--- src/design/softex_pkg.sv ---
package softex_pkg;

    // stream and lane widths.
    localparam int unsigned DATA_W    = 32;             // stream data width.
    localparam int unsigned INT_W     = 8;              // integer lane width.
    localparam int unsigned FP_W      = 16;             // bfloat16 slot width.

    // bfloat16 encoding.
    localparam int unsigned EXP_BITS  = 8;              // exponent field.
    localparam int unsigned MAN_BITS  = 7;              // stored mantissa, hidden one dropped.
    localparam int unsigned FP_BIAS   = 127;            // exponent bias.

    localparam int unsigned NUM_LANES = DATA_W / FP_W;  // lanes per stream word.

    // APB word addresses of the cast register block.
    typedef enum logic [7:0] {
        REG_CTRL = 8'h00,
        REG_INFO = 8'h04
    } cast_reg_e;

    // REG_CTRL field positions.
    localparam int unsigned CTRL_ENABLE_BIT   = 0;      // cast on, bypass off.
    localparam int unsigned CTRL_SIGNED_BIT   = 1;      // lanes are two's complement.
    localparam int unsigned CTRL_INT_BITS_LSB = 4;
    localparam int unsigned CTRL_INT_BITS_MSB = 7;

    // REG_INFO field positions.
    localparam int unsigned INFO_LANES_LSB    = 0;
    localparam int unsigned INFO_LANES_MSB    = 3;
    localparam int unsigned INFO_WIDTH_LSB    = 8;
    localparam int unsigned INFO_WIDTH_MSB    = 15;

endpackage

--- src/design/softex_lzc_tree.sv ---
`timescale 1ns/1ps

module softex_lzc_tree #(
    parameter int unsigned INT_WIDTH = softex_pkg::INT_W
) (
    input  logic [INT_WIDTH-1:0]          lane_i,
    output logic [$clog2(INT_WIDTH):0]    lz_o,
    output logic                          zero_o
);

    localparam int unsigned NUM_PAIRS  = INT_WIDTH / 2;
    localparam int unsigned TREE_DEPTH = $clog2(NUM_PAIRS);
    localparam int unsigned CNT_W      = $clog2(INT_WIDTH) + 1;

    // one row of counts per tree level, level 0 holds the pair encodings.
    logic [TREE_DEPTH:0][NUM_PAIRS-1:0][CNT_W-1:0] cnt;

    always_comb begin
        cnt = '0;

        // leaf encoders, one per bit pair.
        for (int p = 0; p < NUM_PAIRS; p++) begin
            case (lane_i[2*p +: 2])
                2'b00:   cnt[0][p] = CNT_W'(2);
                2'b01:   cnt[0][p] = CNT_W'(1);
                default: cnt[0][p] = '0;    // leading one in the upper bit.
            endcase
        end

        // each level halves the node count and doubles the group size.
        for (int k = 0; k < TREE_DEPTH; k++) begin
            for (int n = 0; n < (NUM_PAIRS >> (k + 1)); n++) begin
                if (cnt[k][2*n+1][k+1]) begin
                    // upper group all zero, keep counting into the lower one.
                    cnt[k+1][n] = CNT_W'(2 << k) + cnt[k][2*n];
                end else begin
                    cnt[k+1][n] = cnt[k][2*n+1];
                end
            end
        end
    end

    assign lz_o   = cnt[TREE_DEPTH][0];
    assign zero_o = lz_o[CNT_W-1];          // count equals the lane width.

endmodule

--- src/design/softex_cast_in.sv ---
`timescale 1ns/1ps

module softex_cast_in #(
    parameter int unsigned DATA_WIDTH = softex_pkg::DATA_W,
    parameter int unsigned INT_WIDTH  = softex_pkg::INT_W
) (
    input  logic                      enable_i,
    input  logic                      is_signed_i,
    input  logic [3:0]                int_bits_i,
    input  logic [DATA_WIDTH-1:0]     data_i,
    input  logic [DATA_WIDTH/8-1:0]   strb_i,
    output logic [DATA_WIDTH-1:0]     data_o,
    output logic [DATA_WIDTH/8-1:0]   strb_o
);

    import softex_pkg::*;

    localparam int unsigned LANES     = DATA_WIDTH / FP_W;
    localparam int unsigned SLOT_STRB = FP_W / 8;
    localparam int unsigned LZ_W      = $clog2(INT_WIDTH) + 1;

    logic [LANES-1:0][FP_W-1:0]      cast_data;
    logic [LANES-1:0][SLOT_STRB-1:0] cast_strb;

    for (genvar i = 0; i < LANES; i++) begin : gen_lanes
        logic [INT_WIDTH-1:0] raw;
        logic                 sign;
        logic [INT_WIDTH-1:0] mag;
        logic [LZ_W-1:0]      lz;
        logic                 zero;
        logic [INT_WIDTH-1:0] norm;
        logic [EXP_BITS-1:0]  expo;
        logic [MAN_BITS-1:0]  man;

        assign raw  = data_i[i*FP_W +: INT_WIDTH];     // integer in the low half of the slot.
        assign sign = is_signed_i & raw[INT_WIDTH-1];
        assign mag  = sign ? (~raw + 1'b1) : raw;      // -128 maps to 128 unsigned.

        softex_lzc_tree #(
            .INT_WIDTH ( INT_WIDTH )
        ) i_lzc (
            .lane_i    ( mag       ),
            .lz_o      ( lz        ),
            .zero_o    ( zero      )
        );

        // shift out the leading one, the remaining bits form the fraction.
        assign norm = mag << (lz + 1'b1);
        assign man  = norm[INT_WIDTH-1 -: MAN_BITS];

        // bias - 1 - lz + is_signed + int_bits, modulo the field width.
        assign expo = zero ? '0 :
                      EXP_BITS'(FP_BIAS - 1) - EXP_BITS'(lz)
                      + EXP_BITS'(is_signed_i) + EXP_BITS'(int_bits_i);

        assign cast_data[i] = {sign, expo, man};       // zero keeps its sign.
        assign cast_strb[i] = {SLOT_STRB{strb_i[i*SLOT_STRB]}};
    end

    // disabled stage is a plain wire path.
    assign data_o = enable_i ? cast_data : data_i;
    assign strb_o = enable_i ? cast_strb : strb_i;

endmodule

--- src/design/softex_cast_regs.sv ---
`timescale 1ns/1ps

module softex_cast_regs (
    input  logic        clk_i,
    input  logic        rst_n_i,
    input  logic        psel_i,
    input  logic        penable_i,
    input  logic        pwrite_i,
    input  logic [7:0]  paddr_i,
    input  logic [31:0] pwdata_i,
    output logic [31:0] prdata_o,
    output logic        pready_o,
    output logic        pslverr_o,
    output logic        enable_o,
    output logic        is_signed_o,
    output logic [3:0]  int_bits_o
);

    import softex_pkg::*;

    logic       access;
    logic       enable_q;
    logic       is_signed_q;
    logic [3:0] int_bits_q;

    assign access   = psel_i & penable_i;   // access phase of a transfer.
    assign pready_o = 1'b1;                 // no wait states.

    always_ff @(posedge clk_i) begin
        if (!rst_n_i) begin
            enable_q    <= 1'b0;            // bypass out of reset.
            is_signed_q <= 1'b0;
            int_bits_q  <= '0;
        end else if (access && pwrite_i && paddr_i == REG_CTRL) begin
            enable_q    <= pwdata_i[CTRL_ENABLE_BIT];
            is_signed_q <= pwdata_i[CTRL_SIGNED_BIT];
            int_bits_q  <= pwdata_i[CTRL_INT_BITS_MSB:CTRL_INT_BITS_LSB];
        end
    end

    // read mux and error decode.
    always_comb begin
        prdata_o  = '0;
        pslverr_o = 1'b0;
        case (paddr_i)
            REG_CTRL: begin
                prdata_o[CTRL_ENABLE_BIT]                       = enable_q;
                prdata_o[CTRL_SIGNED_BIT]                       = is_signed_q;
                prdata_o[CTRL_INT_BITS_MSB:CTRL_INT_BITS_LSB]   = int_bits_q;
            end
            REG_INFO: begin
                prdata_o[INFO_LANES_MSB:INFO_LANES_LSB] = 4'(NUM_LANES);
                prdata_o[INFO_WIDTH_MSB:INFO_WIDTH_LSB] = 8'(INT_W);
                pslverr_o = access & pwrite_i;  // read only.
            end
            default: begin
                pslverr_o = access;             // unmapped.
            end
        endcase
    end

    assign enable_o    = enable_q;
    assign is_signed_o = is_signed_q;
    assign int_bits_o  = int_bits_q;

endmodule

--- src/design/softex_stream_buffer.sv ---
`timescale 1ns/1ps

module softex_stream_buffer #(
    parameter int unsigned DATA_WIDTH = softex_pkg::DATA_W
) (
    input  logic                      clk_i,
    input  logic                      rst_n_i,
    input  logic                      valid_i,
    output logic                      ready_o,
    input  logic [DATA_WIDTH-1:0]     data_i,
    input  logic [DATA_WIDTH/8-1:0]   strb_i,
    output logic                      valid_o,
    input  logic                      ready_i,
    output logic [DATA_WIDTH-1:0]     data_o,
    output logic [DATA_WIDTH/8-1:0]   strb_o
);

    localparam int unsigned STRB_WIDTH = DATA_WIDTH / 8;

    logic [1:0][DATA_WIDTH-1:0] data_q;
    logic [1:0][STRB_WIDTH-1:0] strb_q;
    logic                       wr_ptr_q;
    logic                       rd_ptr_q;
    logic [1:0]                 count_q;    // 0 to 2 words held.
    logic                       push;
    logic                       pop;

    assign valid_o = (count_q != 2'd0);
    assign pop     = valid_o & ready_i;
    assign ready_o = (count_q != 2'd2) | pop;   // full but draining still accepts.
    assign push    = valid_i & ready_o;

    always_ff @(posedge clk_i) begin
        if (!rst_n_i) begin
            wr_ptr_q <= 1'b0;
            rd_ptr_q <= 1'b0;
            count_q  <= 2'd0;
        end else begin
            if (push) begin
                wr_ptr_q <= ~wr_ptr_q;
            end
            if (pop) begin
                rd_ptr_q <= ~rd_ptr_q;
            end
            case ({push, pop})
                2'b10:   count_q <= count_q + 2'd1;
                2'b01:   count_q <= count_q - 2'd1;
                default: count_q <= count_q;    // idle or pass-through.
            endcase
        end
    end

    // storage
    always_ff @(posedge clk_i) begin
        if (push) begin
            data_q[wr_ptr_q] <= data_i;
            strb_q[wr_ptr_q] <= strb_i;
        end
    end

    assign data_o = data_q[rd_ptr_q];
    assign strb_o = strb_q[rd_ptr_q];

endmodule

--- src/design/softex_cast_top.sv ---
`timescale 1ns/1ps

module softex_cast_top #(
    parameter int unsigned DATA_WIDTH = softex_pkg::DATA_W,
    parameter int unsigned INT_WIDTH  = softex_pkg::INT_W
) (
    input  logic                      clk_i,
    input  logic                      rst_n_i,
    // APB
    input  logic                      psel_i,
    input  logic                      penable_i,
    input  logic                      pwrite_i,
    input  logic [7:0]                paddr_i,
    input  logic [31:0]               pwdata_i,
    output logic [31:0]               prdata_o,
    output logic                      pready_o,
    output logic                      pslverr_o,
    // input stream
    input  logic                      in_valid_i,
    output logic                      in_ready_o,
    input  logic [DATA_WIDTH-1:0]     in_data_i,
    input  logic [DATA_WIDTH/8-1:0]   in_strb_i,
    // output stream
    output logic                      out_valid_o,
    input  logic                      out_ready_i,
    output logic [DATA_WIDTH-1:0]     out_data_o,
    output logic [DATA_WIDTH/8-1:0]   out_strb_o
);

    logic                    enable;
    logic                    is_signed;
    logic [3:0]              int_bits;
    logic [DATA_WIDTH-1:0]   cast_data;
    logic [DATA_WIDTH/8-1:0] cast_strb;

    softex_cast_regs i_regs (
        .clk_i       ( clk_i      ),
        .rst_n_i     ( rst_n_i    ),
        .psel_i      ( psel_i     ),
        .penable_i   ( penable_i  ),
        .pwrite_i    ( pwrite_i   ),
        .paddr_i     ( paddr_i    ),
        .pwdata_i    ( pwdata_i   ),
        .prdata_o    ( prdata_o   ),
        .pready_o    ( pready_o   ),
        .pslverr_o   ( pslverr_o  ),
        .enable_o    ( enable     ),
        .is_signed_o ( is_signed  ),
        .int_bits_o  ( int_bits   )
    );

    // combinational cast ahead of the buffer write port.
    softex_cast_in #(
        .DATA_WIDTH  ( DATA_WIDTH ),
        .INT_WIDTH   ( INT_WIDTH  )
    ) i_cast (
        .enable_i    ( enable     ),
        .is_signed_i ( is_signed  ),
        .int_bits_i  ( int_bits   ),
        .data_i      ( in_data_i  ),
        .strb_i      ( in_strb_i  ),
        .data_o      ( cast_data  ),
        .strb_o      ( cast_strb  )
    );

    softex_stream_buffer #(
        .DATA_WIDTH  ( DATA_WIDTH  )
    ) i_buffer (
        .clk_i       ( clk_i       ),
        .rst_n_i     ( rst_n_i     ),
        .valid_i     ( in_valid_i  ),
        .ready_o     ( in_ready_o  ),
        .data_i      ( cast_data   ),
        .strb_i      ( cast_strb   ),
        .valid_o     ( out_valid_o ),
        .ready_i     ( out_ready_i ),
        .data_o      ( out_data_o  ),
        .strb_o      ( out_strb_o  )
    );

endmodule

--- config.mk ---
export PLATFORM = sky130hd
export DESIGN_NAME = softex_cast_top
export DESIGN_NICKNAME = d
export VERILOG_FILES = /design/src/design/softex_pkg.sv /design/src/design/softex_lzc_tree.sv /design/src/design/softex_cast_in.sv /design/src/design/softex_cast_regs.sv /design/src/design/softex_stream_buffer.sv /design/src/design/softex_cast_top.sv
export SDC_FILE = /design/constraint.sdc
export NUM_CORES = 1
export LEC_CHECK = 0
export ABC_AREA = 1
export BUFFER_PORTS_ARGS = -buffer_cell sky130_fd_sc_hd__buf_2
export CAP_MARGIN = 40
export CORE_MARGIN = 2
export CORE_UTILIZATION = 31
export DETAILED_ROUTE_END_ITERATION = 8
export PLACE_DENSITY = 0.57
export SYNTH_ARGS = -nofsm -noshare
export SYNTH_HDL_FRONTEND = slang
export SYNTH_SLANG_ARGS = --single-unit
--- constraint.sdc ---
create_clock -name clk_i -period 3.5 [get_ports clk_i]
set_clock_uncertainty 0.2 [all_clocks]
set_input_delay 0.525 -clock clk_i [delete_from_list [all_inputs] [get_ports clk_i]]
set_output_delay 0.525 -clock clk_i [all_outputs]
set_load 0.05 [all_outputs]
---- Word-level counts from Yosys, hierarchy flattened ----
Index checks and enable logic that the tools add are counted.
Widths: inputs -> output; s select.
word-level totals
  bits in registers ....................... 82
  output and inout bits ................... 72
  logic and storage cells ................. 105
  bits of input ports ..................... 83
operators by class
  reduce and logical (&&, ||, !) cells .... 14
  muxes and demuxes ....................... 35
  bitwise gates (word level) .............. 11
  shifts and indexed selects .............. 2
  magnitude comparators ................... 3
  eq/ne operators ......................... 12
  add/sub/neg operators ................... 18
operators with widths
  operator             number
  $mux 32              4
  $bwmux 64            1
  $mux 4               12
  $pmux 2 s2           10
  $demux 32 s1         1
  $mux 8               4
  $eq 2x1->1 const B   9
  $add 8x1->8          2
  $add 8x1->8 const B  2
  $add 8x4->8          2
  $logic_not 2->1      8
  $not 8->8            2
  $shl 8x4->8          2
  $sub 7x4->8 const A  2
  $add 2x4->4 const A  2
  $add 3x4->4 const A  2
  $add 4x1->4 const B  2
  $bwmux 8             1
  $eq 8x3->1 const B   1
  $logic_not 8->1      1
  $add 2x2->3 const A  2
  $and 1x1->1          6
  $demux 4 s1          1
  $lt 1x2->1 const B   2
  other kinds (10)     14

---- Logic depth before layout (Yosys ltp) ----
Gate-level depths: netlist (run 1).
  depth in word-level cells ............... 15
  depth in mapped cells ................... 23
  mapped depth without buffers ............ 23

---- Modules after synthesis ----
Synthesis (run 1) repeated with hierarchy kept, for this count alone.
second synthesis, totals
  cells, all modules ...................... 712
  area, all modules ....................... 5449.0 µm²
modules (own cells, without submodules)
  module                cells an instance  seq. area each (µm²)  area an instance (µm²)  instances
  softex_stream_buffer  223                2242.2                2875.3                  1
  softex_cast_in        352                0.0                   1734.2                  1
  softex_cast_regs      97                 120.1                 614.3                   1
  softex_lzc_tree       20                 0.0                   112.6                   2

---- Worst setup path after synthesis (run 1) ----
Ideal clock, no wire load.
  path kind ............................... flip-flop to flip-flop
  start point ............................. register i_buffer.count_q[0]
  end point ............................... register i_buffer.data_q[0] (netlist bit), enable pin
  setup slack ............................. -255 ps
  library setup time ...................... 429 ps
  clock period less this slack ............ 3755 ps
  stages on the path, launching flop included .. 7
  data arrival time ....................... 3126 ps
  required time ........................... 2871 ps
  path buffers ............................ 0
  path through ............................ dfxtp_1 -> inv_1 -> nand2_1 -> nand2_1 -> nand3_1 -> nand2_1 -> nor2_1
between the ends
  word-level cells in the longest chain between the ends .. 4
  elaborated cells on any way between the ends .. 5
  classes of those cells .................. eq/ne: 1; bitwise: 3; reduce/logical: 1
RTL lines
  item                           line                        RTL
  start, declared                softex_stream_buffer.sv:24  logic [1:0] count_q;
  start signal, assigned         softex_stream_buffer.sv:46  2'b10: count_q <= count_q + 2'd1;
  start signal, assigned         softex_stream_buffer.sv:47  2'b01: count_q <= count_q - 2'd1;
  start signal, assigned         softex_stream_buffer.sv:48  default: count_q <= count_q;
  $reduce_bool 2->1              softex_stream_buffer.sv:28  assign valid_o = (count_q != 2'd0);
  net out_valid_o                softex_cast_top.sv:24       output logic out_valid_o,
  $and 1x1->1                    softex_stream_buffer.sv:29  assign pop = valid_o & ready_i;
  $or 1x1->1                     softex_stream_buffer.sv:30  assign ready_o = (count_q != 2'd2) | pop;
  net in_ready_o                 softex_cast_top.sv:20       output logic in_ready_o,
  $and 1x1->1                    softex_stream_buffer.sv:31  assign push = valid_i & ready_o;
  end signal, assigned by index  softex_stream_buffer.sv:56  data_q[wr_ptr_q] <= data_i;
  end, declared                  softex_stream_buffer.sv:20  logic [1:0][DATA_WIDTH-1:0] data_q;
The timed path passes the listed nets, and every way through them passes these cells.
A chain may end at the register's enable or synchronous reset.

---- Worst setup path after layout (run 1) ----
  start point ............................. input port in_data_i[0]
  end point ............................... register i_buffer.data_q[43] (netlist bit) (data pin)
between the ends
  word-level cells in the longest chain between the ends .. 15
  elaborated cells on any way between the ends .. 27
  classes of those cells .................. add/sub: 7; eq/ne: 4; mux: 11; bitwise: 1; reduce/logical: 4
RTL lines
  item                                           line                        RTL
  start, declared                                softex_cast_top.sv:21       input logic [DATA_WIDTH-1:0] in_data_i,
  $not 8->8                                      softex_cast_in.sv:37        assign mag = sign ? (~raw + 1'b1) : raw;
  $add 8x1->8                                    softex_cast_in.sv:37
  $mux 8 *                                       softex_cast_in.sv:37
  $eq 2x1->1 or $logic_not 2->1 (tied branches)  softex_lzc_tree.sv:23       case (lane_i[2*p +: 2])
  $pmux 2 s2                                     softex_lzc_tree.sv:23
  $add 2x2->3                                    softex_lzc_tree.sv:35       cnt[k+1][n] = CNT_W'(2 << k) + cnt[k][2*n];
  $mux 4                                         softex_lzc_tree.sv:33       if (cnt[k][2*n+1][k+1]) begin
  $add 3x4->4                                    softex_lzc_tree.sv:35
  $mux 4 *                                       softex_lzc_tree.sv:33
  $sub 7x4->8                                    softex_cast_in.sv:53        EXP_BITS'(FP_BIAS - 1) - EXP_BITS'(lz)
  $add 8x1->8                                    softex_cast_in.sv:54        + EXP_BITS'(is_signed_i) + EXP_BITS'(int_bits_i);
  $add 8x4->8                                    softex_cast_in.sv:54
  $mux 8 *                                       softex_cast_in.sv:52        assign expo = zero ? '0 :
  $mux 32 *                                      softex_cast_in.sv:61        assign data_o = enable_i ? cast_data : data_i;
  net cast_data[11]                              softex_cast_top.sv:33       logic [DATA_WIDTH-1:0] cast_data;
  $bwmux 64 *                                    softex_stream_buffer.sv:56
The timed path passes the listed nets; every way through them passes the cells marked *.

==> impl_summary.md, run 1 <==
Timing
Timing would allow up to 310 MHz. Across all setup checks in the final design, the least slack found is 0.273 ns. The minimum period implied by the final worst setup slack is 3.23 ns. The final count of pins violating max slew is 0. The setup violation total in the final timing report is 0. The sum of negative setup slack is 0 ns. The worst slew slack as a fraction of its limit is 54.9%. The worst path uses 92.2% of the clock period. The worst-case hold slack is 0.189 ns. The final hold violation count is 0.

Setup repair after global routing left no endpoint under its margin. For the pin with the worst max-slew slack, the measured transition is 0.675 ns.

Routing
The pre-antenna-repair detailed-routing pass consisted of 5 iterations. The total number of vias is 4677. The initial DRC count is 229. For this run, design rule violations remaining after detail routing come to 0.

The final layout contains routed wiring with a total length of 13500 um. Dividing the detail-routed via count by the number of cells gives 4.41. The antenna violation net count after detailed routing is 0. The average wire per cell in the routed design is 12.7 um.

Setup path
The capturing element type of the critical path is a flop. The arrival time reported for the critical path endpoint is 3.11 ns. The critical path class is in2reg. The delay contributed by the slowest stage of the critical path is 0.39 ns. For this design, the slowest cell found on the critical path is sky130_fd_sc_hd__fa_1.

The startpoint type of the worst setup path is a primary input. Of all nets on the critical path, the largest fanout is 5. Data on the critical path is required at its endpoint by 3.38 ns.

The cell that appears most often on the critical path is sky130_fd_sc_hd__nand2_1. The critical path goes through buf_2, inv_2, ha_1, buf_4, inv_1, nand3_1, nand2_1, nand2_1, nand2_1, nand3_4, nand2_4, inv_2, ha_1, inv_1, ha_1, fa_1, nand2_1, inv_1, o21ai_0, nand2_1, nor2_1, o21ai_1.

Floorplanning
The die covers 18400 um^2. After floorplanning, the core was divided into 48 placement rows. Pin placement for this block handled 155 I/O pins.

The chip height is 136 um. The area of the core region is 17100 um^2. For this configuration, the core starts out at a cell density of 31.4%. The overall die width is 136 um.

Power and ir drop
Net switching is 38.9% of the power. IR analysis of the VDD net gives a maximum drop of 0.000267 V. The analysis attributes to cell leakage a power of 3.24 nW. The internal power is 0.00199 W. In this run the power density over the cells is 482 nW/um^2. The net switching component of the power is 0.00127 W. The fraction of power consumed by the clock network is 28.7%. The share of power burned in combinational logic is 34.7%. Sequential cells burn 36.6% of the power.

Synth
The register bit total from synthesis is 82. The netlist area before placement is 5370 um^2. Counting flops with an async set or reset pin after synthesis yields a share of 0%.

After technology mapping, the gate count stands at 680. The commonest register cell after synthesis is sky130_fd_sc_hd__edfxtp_1. Yosys attributes the largest share of cell area to sky130_fd_sc_hd__edfxtp_1 (40%), sky130_fd_sc_hd__nand2_1 (17%), sky130_fd_sc_hd__nand3_1 (6.1%), sky130_fd_sc_hd__ha_1 (4.4%), sky130_fd_sc_hd__inv_1 (4.4%). The warning count from the yosys run is 0. sky130_fd_sc_hd__nand2_1 is the most common cell in the netlist. The sequential share of the synthesized area is 44.0%. The commonest cells after synthesis are sky130_fd_sc_hd__nand2_1 (241), sky130_fd_sc_hd__edfxtp_1 (72), sky130_fd_sc_hd__nand3_1 (65). The mean post-synth cell area is 7.90 um^2.

The fraction of post-synthesis cell area in the top cell type by area is 40.3%. The number of flops mapped to enable cells by yosys is 72. The post-synthesis cell type with the largest combined area is sky130_fd_sc_hd__edfxtp_1. The number of distinct library cells after synthesis is 35.

Finish
Once layout is complete, the utilization of the core stands at 39.5%. Cells with a size suffix above 1 make up 28.0% of the layout. The repair_antennas step left the layout with diodes totalling 0. After routing the design area is 6760 um^2. The number of nets in the final layout is 934. Compared with the post-synthesis result, the final layout area differs by 25.8%.

Outcome
The run finished with clean final reports.

GRT
For met3 alone, demand over resource in global routing was 3.14%. The met2 layer usage reported by global route is 25.1%. The total routing usage reported by global routing is 15.3%. The first global-routing pass estimated 21600 um of wire. Entering global routing, the biggest net connects 37 pins.

The met1 track demand over resource is 20.4%. met2 is the most crowded layer. The global-route congestion overflow total is 0. The via count of the first global-routing pass is 4284. The initial antenna violation count was 0.

Place
The placed instances occupy a cell area of 6440 um^2. The congestion estimate from routability-driven global placement came to 0.848. The count of port buffers added during placement is 102.

OpenSTA, run right after detailed placement, puts the worst setup slack at -0.170 ns. The final HPWL from detailed placement is 10300 um.

Clock network
Clock tree synthesis inserted a total of 9 buffers. TritonCTS built the clock tree. After clock tree synthesis, the flow added hold-fix buffers numbering 0.

The post-CTS setup buffer count is 0. The clock net sink count is 82. The number of H-tree levels is 3.

The worst-case clock buffer depth is 2. The tree is rooted in a sky130_fd_sc_hd__clkbuf_16. The later-pin clock latency in the skew report is 0.34 ns. The clock-pin slew reported for the worst setup and hold paths after clock tree synthesis is 0.06 ns. The total of cells resized after clock tree synthesis is 0.

Run
The tool flagged a number of max-cap violations equal to 0.

Hold path
The class of the worst hold path is in2reg.
per-stage QoR:
stage | instances | total power (W)
2_1_floorplan | 704 | 0.00206
3_3_place_gp | 1044 | 0.00235
3_5_place_dp | 1044 | 0.00236
4_1_cts | 1060 | 0.00329
5_1_grt | 1060 | 0.00343
6_report | 1060 | 0.00326
worst paths after layout:
check        slack (ns)  cells past startpoint                 from                   to
max                0.27                     22         in_data_i[0]  i_buffer.data_q[43]
min                0.19                      1         in_strb_i[0]   i_buffer.strb_q[4]
max reg2reg        0.34                     20   i_regs.is_signed_o  i_buffer.data_q[59]
min reg2reg        0.30                      2  i_buffer.count_q[1]  i_buffer.count_q[1]
layout by cell type, fill, tap and decap left out, types with 3 or more instances in the layout:
cell type / count
sky130_fd_sc_hd__a21oi_1: 26
sky130_fd_sc_hd__nand3_1: 65
sky130_fd_sc_hd__nand2_2: 17
sky130_fd_sc_hd__nor2_4: 8
sky130_fd_sc_hd__nand3_2: 4
sky130_fd_sc_hd__nor2_2: 4
sky130_fd_sc_hd__clkbuf_16: 9
sky130_fd_sc_hd__a22o_1: 3
sky130_fd_sc_hd__buf_2: 102
sky130_fd_sc_hd__clkinv_2: 3
sky130_fd_sc_hd__inv_1: 63
sky130_fd_sc_hd__nand2_4: 4
sky130_fd_sc_hd__nor2_1: 29
sky130_fd_sc_hd__dfxtp_1: 9
sky130_fd_sc_hd__o21ai_0: 27
sky130_fd_sc_hd__edfxtp_1: 72
sky130_fd_sc_hd__o21ai_2: 3
sky130_fd_sc_hd__ha_1: 19
sky130_fd_sc_hd__nand2_1: 240
sky130_fd_sc_hd__buf_4: 52
sky130_fd_sc_hd__inv_2: 8
sky130_fd_sc_hd__o21ai_1: 10
sky130_fd_sc_hd__conb_1: 26
sky130_fd_sc_hd__nand4_1: 4
cell type report:
class                      instances  area, um^2
fill                            1760       10400
multi-input combinational        508        2600
sequential                        82        2360
timing repair buffer             156         941
tap                              225         282
inverter                          73         279
clock buffer                       9         225
clock inverter                     7        68.8
worst max-delay path, delay by kind of cell:
| kind | cells | cell delay, ns |
|---|---|---|
| adders and majority gates | 4 | 1.04 |
| and+or+nand+nor | 9 | 0.77 |
| buffers and inverters | 7 | 0.52 |
| AOI/OAI and AO/OA | 2 | 0.26 |
logic make-up (layout without fill, tap and decap cells):
group / count (synthesis) / in the layout / share of synthesized area [%]
fa+ha+maj: 21 / 21 / 5.17
flops: 82 / 82 / 44.0
buf+inv: 114 / 245 / 9.92
other cells: 2 / 26 / 0.140
simple gates: 383 / 383 / 32.2
compound gates: 78 / 78 / 8.60
per-layer routing:
metal,part of all wire (%),up-vias
li1,-,2479
met1,49,2072
met2,46,118
met3,4.7,8
met4,1.1,0
met5,0,-
power by group through the flow:
stage,clock network (W),logic [W],registers (W)
2_1_floorplan,0,0.000847,0.00122
3_3_place_gp,0,0.00114,0.00121
3_5_place_dp,0,0.00114,0.00122
4_1_cts,0.000955,0.00114,0.00119
5_1_grt,0.000996,0.00123,0.00120
6_report,0.000936,0.00113,0.00119
flip-flops by register name (all words and copies together) (netlist names):
signal	count
i_buffer.strb_q	8
i_buffer.data_q	64
i_regs.enable_o	1
i_buffer.rd_ptr_q	1
i_buffer.wr_ptr_q	1
i_buffer.count_q	2
i_regs.int_bits_o	4
i_regs.is_signed_o	1
No activity file was read; power rests on OpenSTA's default activity.
==> run 2: changes to the inputs <==
PLACE_DENSITY = 0.55   (was 0.57)
clock period = 3.4 ns   (was 3.5 ns; I/O delays follow)
==> impl_summary.md, run 2 (synthesized netlist as in run 1, its figures left out) <==
GRT
The initial antenna violation count came to 0 (unchanged). The wire length of the first global-routing pass came to 21500 um (was 21600 um). The total routing usage reported by global routing is 15.2% (was 15.3%).

The global-route congestion overflow total was 0 (unchanged). The largest net degree at the start of global routing is 37 (unchanged). The via count of the first global-routing pass was 4268 (was 4284).

Place
The count of port buffers added during placement is 102 (unchanged). The routability-driven placement congestion ratio is 0.882 (was 0.848). The instance area after placement came to 6510 um^2 (was 6440 um^2). The final HPWL from detailed placement came to 10500 um (was 10300 um). The worst setup timing slack at the placement stage is -0.236 ns (was -0.170 ns).

Power and ir drop
The fraction of power consumed by the clock network is 28.0% (was 28.7%). The register share of total power is 36.8% (was 36.6%). The switching power share of the total is 38.5% (was 38.9%).

The share of power burned in combinational logic is 35.2% (was 34.7%). The net switching component of the power came to 0.00129 W (was 0.00127 W). The overall power after layout is 0.00334 W (was 0.00326 W). The worst vdd rail ir drop is 0.000263 V (was 0.000267 V). The areal power density over the cells was 489 nW/um^2 (was 482 nW/um^2).

The static leakage power came to 3.27 nW (was 3.24 nW). The internal power was 0.00205 W (was 0.00199 W).

Setup path
The critical path class is in2reg (unchanged). Cell chain of the critical path: buf_2, inv_1, ha_4, nand3_1, nand2_1, nand3_1, nand2_2, nand2_2, inv_2, nand3_4, nand2_4, inv_1, ha_1, inv_1, ha_1, fa_1, nand2_1, inv_1, o21ai_1, nand2_1, nand2_1, nand2_1, buf_4, nand2_1 (was buf_2, inv_2, ha_1, buf_4, inv_1, nand3_1, nand2_1, nand2_1, nand2_1, nand3_4, nand2_4, inv_2, ha_1, inv_1, ha_1, fa_1, nand2_1, inv_1, o21ai_0, nand2_1, nor2_1, o21ai_1). The data required time at the worst endpoint is 3.40 ns (was 3.38 ns). The startpoint type of the worst setup path was a primary input (unchanged). The biggest fanout along the worst timing path is 3 (was 5).

The timing startpoint of the critical path is in_data_i[17] (was in_data_i[0]). The delay contributed by the slowest stage of the critical path is 0.40 ns (was 0.39 ns). The critical path's most frequent cell is sky130_fd_sc_hd__nand2_1 (unchanged). The depth of the most critical reg-to-reg path is 21 (was 20). The slowest library cell on the worst path is sky130_fd_sc_hd__fa_1 (unchanged).

The arrival time reported for the critical path endpoint is 3.20 ns (was 3.11 ns). The capturing element type of the critical path is a flop (unchanged). The reg-to-reg startpoint is i_regs.is_signed_o (unchanged).

Floorplanning
The top-level port count was 155 (unchanged). The overall die width is 136 um (unchanged). The initial core utilization was 31.4% (unchanged). The area of the core region is 17100 um^2 (unchanged). The floorplan die area is 18400 um^2 (unchanged). The row count was 48 (unchanged).

The chip height came to 136 um (unchanged).

Timing
The worst slew slack as a fraction of its limit was 57.8% (was 54.9%). The final hold violation count is 0 (unchanged). After layout, the worst path uses 94.0% of the clock period. The worst-case setup margin in the final layout came to 0.203 ns (was 0.273 ns). The final count of pins violating max slew came to 0 (unchanged).

The sum of negative setup slack was 0 ns (unchanged). For the finished layout, the period the worst path requires is 3.20 ns. The maximum operating frequency is 313 MHz. Unrepaired setup endpoints after global routing: false (unchanged).

The worst-margin pin slew is 0.631 ns (was 0.675 ns). The setup violation total in the final timing report is 0 (unchanged).

Clock network
The worst-case clock buffer depth is 2 (unchanged). The number of hold buffers added after CTS came to 0 (unchanged). The cell at the root of the clock tree is sky130_fd_sc_hd__clkbuf_16 (unchanged).

The clock net sink count is 82 (unchanged). The later-pin clock latency in the skew report is 0.34 ns (about the same). The TritonCTS clock tree was built (unchanged).

The clock-pin slew reported for the worst setup and hold paths after clock tree synthesis is 0.06 ns (about the same). The TritonCTS buffer count came to 9 (unchanged). The number of H-tree levels is 3 (unchanged).

Finish
The signed area change from the synthesized netlist to the final layout is 27.3% (was 25.8%). The final core utilization is 39.9% (was 39.5%). The most common library cell in the layout ignoring fill and taps was sky130_fd_sc_hd__nand2_1 (unchanged). The final cell area excluding filler cells is 6840 um^2 (was 6760 um^2).

Most used cells in the layout excluding fill and tap cells: sky130_fd_sc_hd__nand2_1 (241), sky130_fd_sc_hd__buf_2 (102), sky130_fd_sc_hd__edfxtp_1 (72), sky130_fd_sc_hd__nand3_1 (65), sky130_fd_sc_hd__inv_1 (62) (was sky130_fd_sc_hd__nand2_1 (240), sky130_fd_sc_hd__buf_2 (102), sky130_fd_sc_hd__edfxtp_1 (72), sky130_fd_sc_hd__nand3_1 (65), sky130_fd_sc_hd__inv_1 (63)). The share of cells above drive strength 1 is 28.9% (was 28.0%). The number of antenna cells inserted is 0 (unchanged). The number of nets in the final layout is 943 (was 934). The flip-flop count of the largest register after layout was 64 (unchanged). The largest register by flop count was i_buffer.data_q (unchanged).

Hold path
The class of the worst hold path is in2reg (unchanged). The origin of the worst min-delay path is in_strb_i[0] (unchanged). The cell depth of the worst hold path is 1 (unchanged).

Routing
The length of the first detailed-routing pass in iterations is 5 (unchanged). The via density per instance is 4.41 (about the same). The post-detailed-routing wire length is 13600 um (was 13500 um). The initial DRC count is 251 (was 229).

The total number of vias was 4713 (was 4677). The average wire per cell in the routed design is 12.7 um (about the same). The antenna violation net count after detailed routing is 0 (unchanged). The total DRC errors in the routed layout is 0 (unchanged).

Outcome
Status: completed (unchanged).

Run
The max-cap violation count came to 0 (unchanged).
run 2: cell types whose count changed in the layout (fill, tap and decap cells not counted), sizes merged:
cell      before  now
inv           74   73
clkinvlp       2    3
clkbuf         9   10
buf          156  165
clkinv         3    2
run 2: final cells by class:
type                       count  area (um^2)
clock inverter                 6         57.6
tap                          225          282
inverter                      73          279
clock buffer                  10          229
multi-input combinational    508         2620
fill                        1787        10300
timing repair buffer         165         1010
sequential                    82         2360
run 2: what timing repair did:
item                                    in CTS  in global routing
resized for setup                            0                 16
endpoints found under the setup margin       0                 12
buffers inserted                             0                  0
run 2: metrics by stage:
stage	cells	hold WS, ns
after global placement	1053	0.273
after detailed placement	1053	0.279
after CTS	1069	0.170
final	1069	0.182
after floorplan	704	0.258
after global routing	1069	0.165
run 2: power by group through the flow:
stage | combinational, W | sequential, W | clock (W)
finish | 0.00118 | 0.00123 | 0.000936
global placement | 0.00118 | 0.00125 | 0
detailed placement | 0.00119 | 0.00125 | 0
CTS | 0.00119 | 0.00123 | 0.000961
floorplan | 0.000872 | 0.00125 | 0
global route | 0.00128 | 0.00124 | 0.00100
run 2: worst max-delay path: cells and delay by family:
kind,cells,cell delay (ns)
fa+ha+maj,4,1.05
simple gates,12,0.96
buf+inv,7,0.54
compound gates,1,0.13
run 2: worst paths after layout:
kind,end,slack [ns]
hold / removal,i_buffer.strb_q[4],0.18
setup / recovery,i_buffer.data_q[29],0.20
setup reg to reg,i_buffer.data_q[29],0.23
hold reg to reg,i_buffer.count_q[1],0.29
run 2: per-layer routing:
| layer | track usage (%) | wire length (um) | vias up |
|---|---|---|---|
| li1 | - | - | 2492 |
| met1 | 21.3 | 6710 | 2091 |
| met2 | 23.5 | 6090 | 120 |
| met3 | 3.48 | 639 | 10 |
| met4 | 4.17 | 174 | 0 |
| met5 | 0 | 0 | - |
==> run 3: changes to the inputs <==
--- a/config.mk
+++ b/config.mk
@@ -12,4 +12,5 @@
 export CORE_UTILIZATION = 31
 export DETAILED_ROUTE_END_ITERATION = 8
+export MAX_ROUTING_LAYER = met4
 export PLACE_DENSITY = 0.55
 export SYNTH_ARGS = -nofsm -noshare
==> constraint.sdc (replaced) <==
create_clock -name clk_i -period 3.4 [get_ports clk_i]
set_clock_uncertainty 0.2 [all_clocks]
set_input_delay 0.17 -clock clk_i [delete_from_list [all_inputs] [get_ports clk_i]]
set_output_delay 0.17 -clock clk_i [all_outputs]
set_load 0.05 [all_outputs]
==> impl_summary.md, run 3 (synthesized netlist as in run 1, its figures left out) <==
Routing
The via density per instance is 4.43 (was 4.41). The length of the first detailed-routing pass in iterations was 7 (was 5). The total DRC errors in the routed layout is 0 (unchanged). The post-detailed-routing wire length is 13800 um (was 13600 um). The average wire per cell in the routed design is 13.0 um (was 12.7 um).

The total number of vias was 4701 (was 4713). The antenna violation net count after detailed routing is 0 (unchanged). The initial DRC count is 258 (was 251).

Setup path
The arrival time reported for the critical path endpoint came to 3.19 ns (was 3.20 ns). The capturing instance or port of the critical path was i_buffer.data_q[61] (was i_buffer.data_q[29]). The capturing element type of the critical path is a flop (unchanged).

The critical path class is reg2reg (was in2reg). The worst setup slack for register-to-register paths was 0.21 ns (was 0.23 ns). The timing startpoint of the critical path is i_regs.is_signed_o (was in_data_i[17]). The reg-to-reg startpoint is i_regs.is_signed_o (unchanged).

The biggest fanout along the worst timing path is 10 (was 3). The startpoint type of the worst setup path is a flop (was primary input). The depth of the most critical reg-to-reg path came to 21 (unchanged). The endpoint of the worst-slack reg-to-reg timing path is i_buffer.data_q[61] (was i_buffer.data_q[29]).

The data required time at the worst endpoint is 3.41 ns (was 3.40 ns).

Outcome
Status: completed (unchanged).

Finish
Most used cells in the layout excluding fill and tap cells: sky130_fd_sc_hd__nand2_1 (241), sky130_fd_sc_hd__buf_2 (102), sky130_fd_sc_hd__edfxtp_1 (72), sky130_fd_sc_hd__nand3_1 (65), sky130_fd_sc_hd__inv_1 (63) (was sky130_fd_sc_hd__nand2_1 (241), sky130_fd_sc_hd__buf_2 (102), sky130_fd_sc_hd__edfxtp_1 (72), sky130_fd_sc_hd__nand3_1 (65), sky130_fd_sc_hd__inv_1 (62)). The area of the multi-input gates was 2600 um^2 (was 2620 um^2). The number of antenna cells inserted is 0 (unchanged).

The largest register by flop count was i_buffer.data_q (unchanged). The share of cells above drive strength 1 is 24.4% (was 28.9%). The most common library cell in the layout ignoring fill and taps is sky130_fd_sc_hd__nand2_1 (unchanged).

The flip-flop count of the largest register after layout was 64 (unchanged). The storage element area is 2370 um^2 (was 2360 um^2). The number of nets in the final layout came to 936 (was 943). The final core utilization was 40.3% (was 39.9%). The signed area change from the synthesized netlist to the final layout is 28.4% (was 27.3%). The number of filler instances in the final layout is 1762 (was 1787).

Power and ir drop
The switching power share of the total is 37.3% (was 38.5%). The share of power burned in combinational logic was 33.3% (was 35.2%). The areal power density over the cells is 510 nW/um^2 (was 489 nW/um^2). The static leakage power came to 3.27 nW (about the same). The internal power came to 0.00220 W (was 0.00205 W). The register share of total power was 34.9% (was 36.8%). The fraction of power consumed by the clock network is 31.8% (was 28.0%).

The overall power after layout was 0.00352 W (was 0.00334 W). The net switching component of the power is 0.00131 W (was 0.00129 W). The worst vdd rail ir drop came to 0.000260 V (was 0.000263 V).

Clock network
The clock-pin slew reported for the worst setup and hold paths after clock tree synthesis is 0.06 ns (about the same). The clock net sink count is 82 (unchanged). The cell at the root of the clock tree is sky130_fd_sc_hd__clkbuf_16 (unchanged). The number of H-tree levels is 3 (unchanged). The worst-case clock buffer depth was 2 (unchanged). The TritonCTS buffer count is 9 (unchanged).

The later-pin clock latency in the skew report is 0.34 ns (about the same). The TritonCTS clock tree is built (unchanged).

Timing
The worst slew slack as a fraction of its limit was 53.3% (was 57.8%). The maximum operating frequency came to 314 MHz (was 313 MHz). The share of the clock period used by the worst path after layout was 93.7% (was 94.0%). The worst-margin pin slew is 0.700 ns (was 0.631 ns). The minimum period implied by the final worst setup slack came to 3.19 ns (was 3.20 ns). The final count of pins violating max slew is 0 (unchanged). Unrepaired setup endpoints after global routing: false (unchanged). The sum of negative setup slack is 0 ns (unchanged). The setup violation total in the final timing report was 0 (unchanged). The final hold violation count is 0 (unchanged).

Floorplanning
The floorplan die area is 18400 um^2 (unchanged). The area of the core region is 17100 um^2 (unchanged). The overall die width is 136 um (unchanged). The initial core utilization was 31.4% (unchanged). The top-level port count came to 155 (unchanged). The chip height is 136 um (unchanged).

The row count came to 48 (unchanged).

GRT
The total routing usage reported by global routing is 15.6% (was 15.2%). The initial antenna violation count is 0 (unchanged). The wire length of the first global-routing pass is 21500 um (about the same). The largest net degree at the start of global routing came to 37 (unchanged). The via count of the first global-routing pass is 4277 (was 4268). The global-route congestion overflow total is 0 (unchanged).

Place
The routability-driven placement congestion ratio is 0.869 (was 0.882). The final HPWL from detailed placement was 10300 um (was 10500 um). The count of port buffers added during placement came to 102 (unchanged).

Hold path
The class of the worst hold path is in2reg (unchanged).

Run
The max-cap violation count is 0 (unchanged).
run 3: cell types whose count changed in the layout (fill, tap and decap cells not counted), moves of 2 or more:
| cell | previous run | this run |
|---|---|---|
| sky130_fd_sc_hd__buf_4 | 61 | 25 |
| sky130_fd_sc_hd__bufinv_16 | 1 | 3 |
| sky130_fd_sc_hd__clkinvlp_4 | 2 | 0 |
| sky130_fd_sc_hd__dlygate4sd3_1 | 0 | 29 |
| sky130_fd_sc_hd__ha_1 | 17 | 19 |
| sky130_fd_sc_hd__o21ai_0 | 26 | 28 |
run 3: layout make-up:
type	instances	share of cell area, %
well taps	225	4.08
clock inverters	7	1.69
flip-flops and latches	82	34.3
clock buffers	9	3.27
inverters	73	4.05
multi-input cells	508	37.7
repair buffers	158	14.9
run 3: repair_timing:
| item | in CTS | in global routing |
|---|---|---|
| endpoints found under the hold margin | 46 | 0 |
| setup buffers | 0 | 0 |
| hold buffers | 29 | 0 |
| endpoints found under the setup margin | 0 | 18 |
| gates resized for setup | 0 | 9 |
run 3: critical path, stage by stage, from the launching register on:
cell and delay, ns:
sky130_fd_sc_hd__dfxtp_4 0.38, sky130_fd_sc_hd__nand2_2 0.09, sky130_fd_sc_hd__inv_4 0.11, sky130_fd_sc_hd__nand2_1 0.10, sky130_fd_sc_hd__nand3_1 0.09, sky130_fd_sc_hd__nand2_2 0.10
sky130_fd_sc_hd__nor2_4 0.12, sky130_fd_sc_hd__nand3_4 0.09, sky130_fd_sc_hd__nand2_4 0.06, sky130_fd_sc_hd__inv_1 0.06, sky130_fd_sc_hd__ha_1 0.28, sky130_fd_sc_hd__inv_1 0.04
sky130_fd_sc_hd__ha_1 0.21, sky130_fd_sc_hd__fa_1 0.39, sky130_fd_sc_hd__nand2_1 0.07, sky130_fd_sc_hd__inv_1 0.04, sky130_fd_sc_hd__o21ai_0 0.19, sky130_fd_sc_hd__nand2_1 0.10
sky130_fd_sc_hd__nand2_1 0.07, sky130_fd_sc_hd__nand2_1 0.06, sky130_fd_sc_hd__buf_4 0.14, sky130_fd_sc_hd__nand2_1 0.06
run 3: worst min-delay path by stage:
stage	startpoint	slack, ns	end	cells past startpoint
after detailed placement	in_strb_i[2]	0.18	i_buffer.strb_q[6]	1
after floorplan	in_strb_i[0]	0.07	i_buffer.strb_q[0]	0
after global routing	in_data_i[0]	0.03	i_buffer.data_q[0]	3
final	in_data_i[6]	0.02	i_buffer.data_q[38]	3
after CTS	in_data_i[19]	0.007	i_buffer.data_q[51]	3
after global placement	in_strb_i[2]	0.18	i_buffer.strb_q[6]	1
run 3: per-stage QoR:
step	worst slack, ns	cell area, um^2	cells	hold slack (ns)
floorplan	-0.355	5460	704	0.0689
global placement	0.0700	6240	1017	0.181
detailed placement	0.0253	6240	1017	0.183
CTS	0.0686	6870	1062	0.00725
global route	0.0155	6900	1062	0.0338
finish	0.214	6900	1062	0.0173
run 3: power by group through the flow:
stage	combinational, W	sequential [W]	clock, W
6_report	0.00117	0.00123	0.00112
5_1_grt	0.00127	0.00124	0.00118
3_5_place_dp	0.00116	0.00125	0
4_1_cts	0.00118	0.00123	0.00114
2_1_floorplan	0.000872	0.00125	0
3_3_place_gp	0.00115	0.00125	0
run 3: per-layer routing:
metal / vias to the layer above / share of wire [%] / GRT usage (%)
met5: - / 0 / -
met4: 0 / 1.5 / 4.92
met3: 13 / 5.1 / 2.96
met2: 141 / 45 / 24.0
met1: 2070 / 48 / 20.9
li1: 2477 / - / -
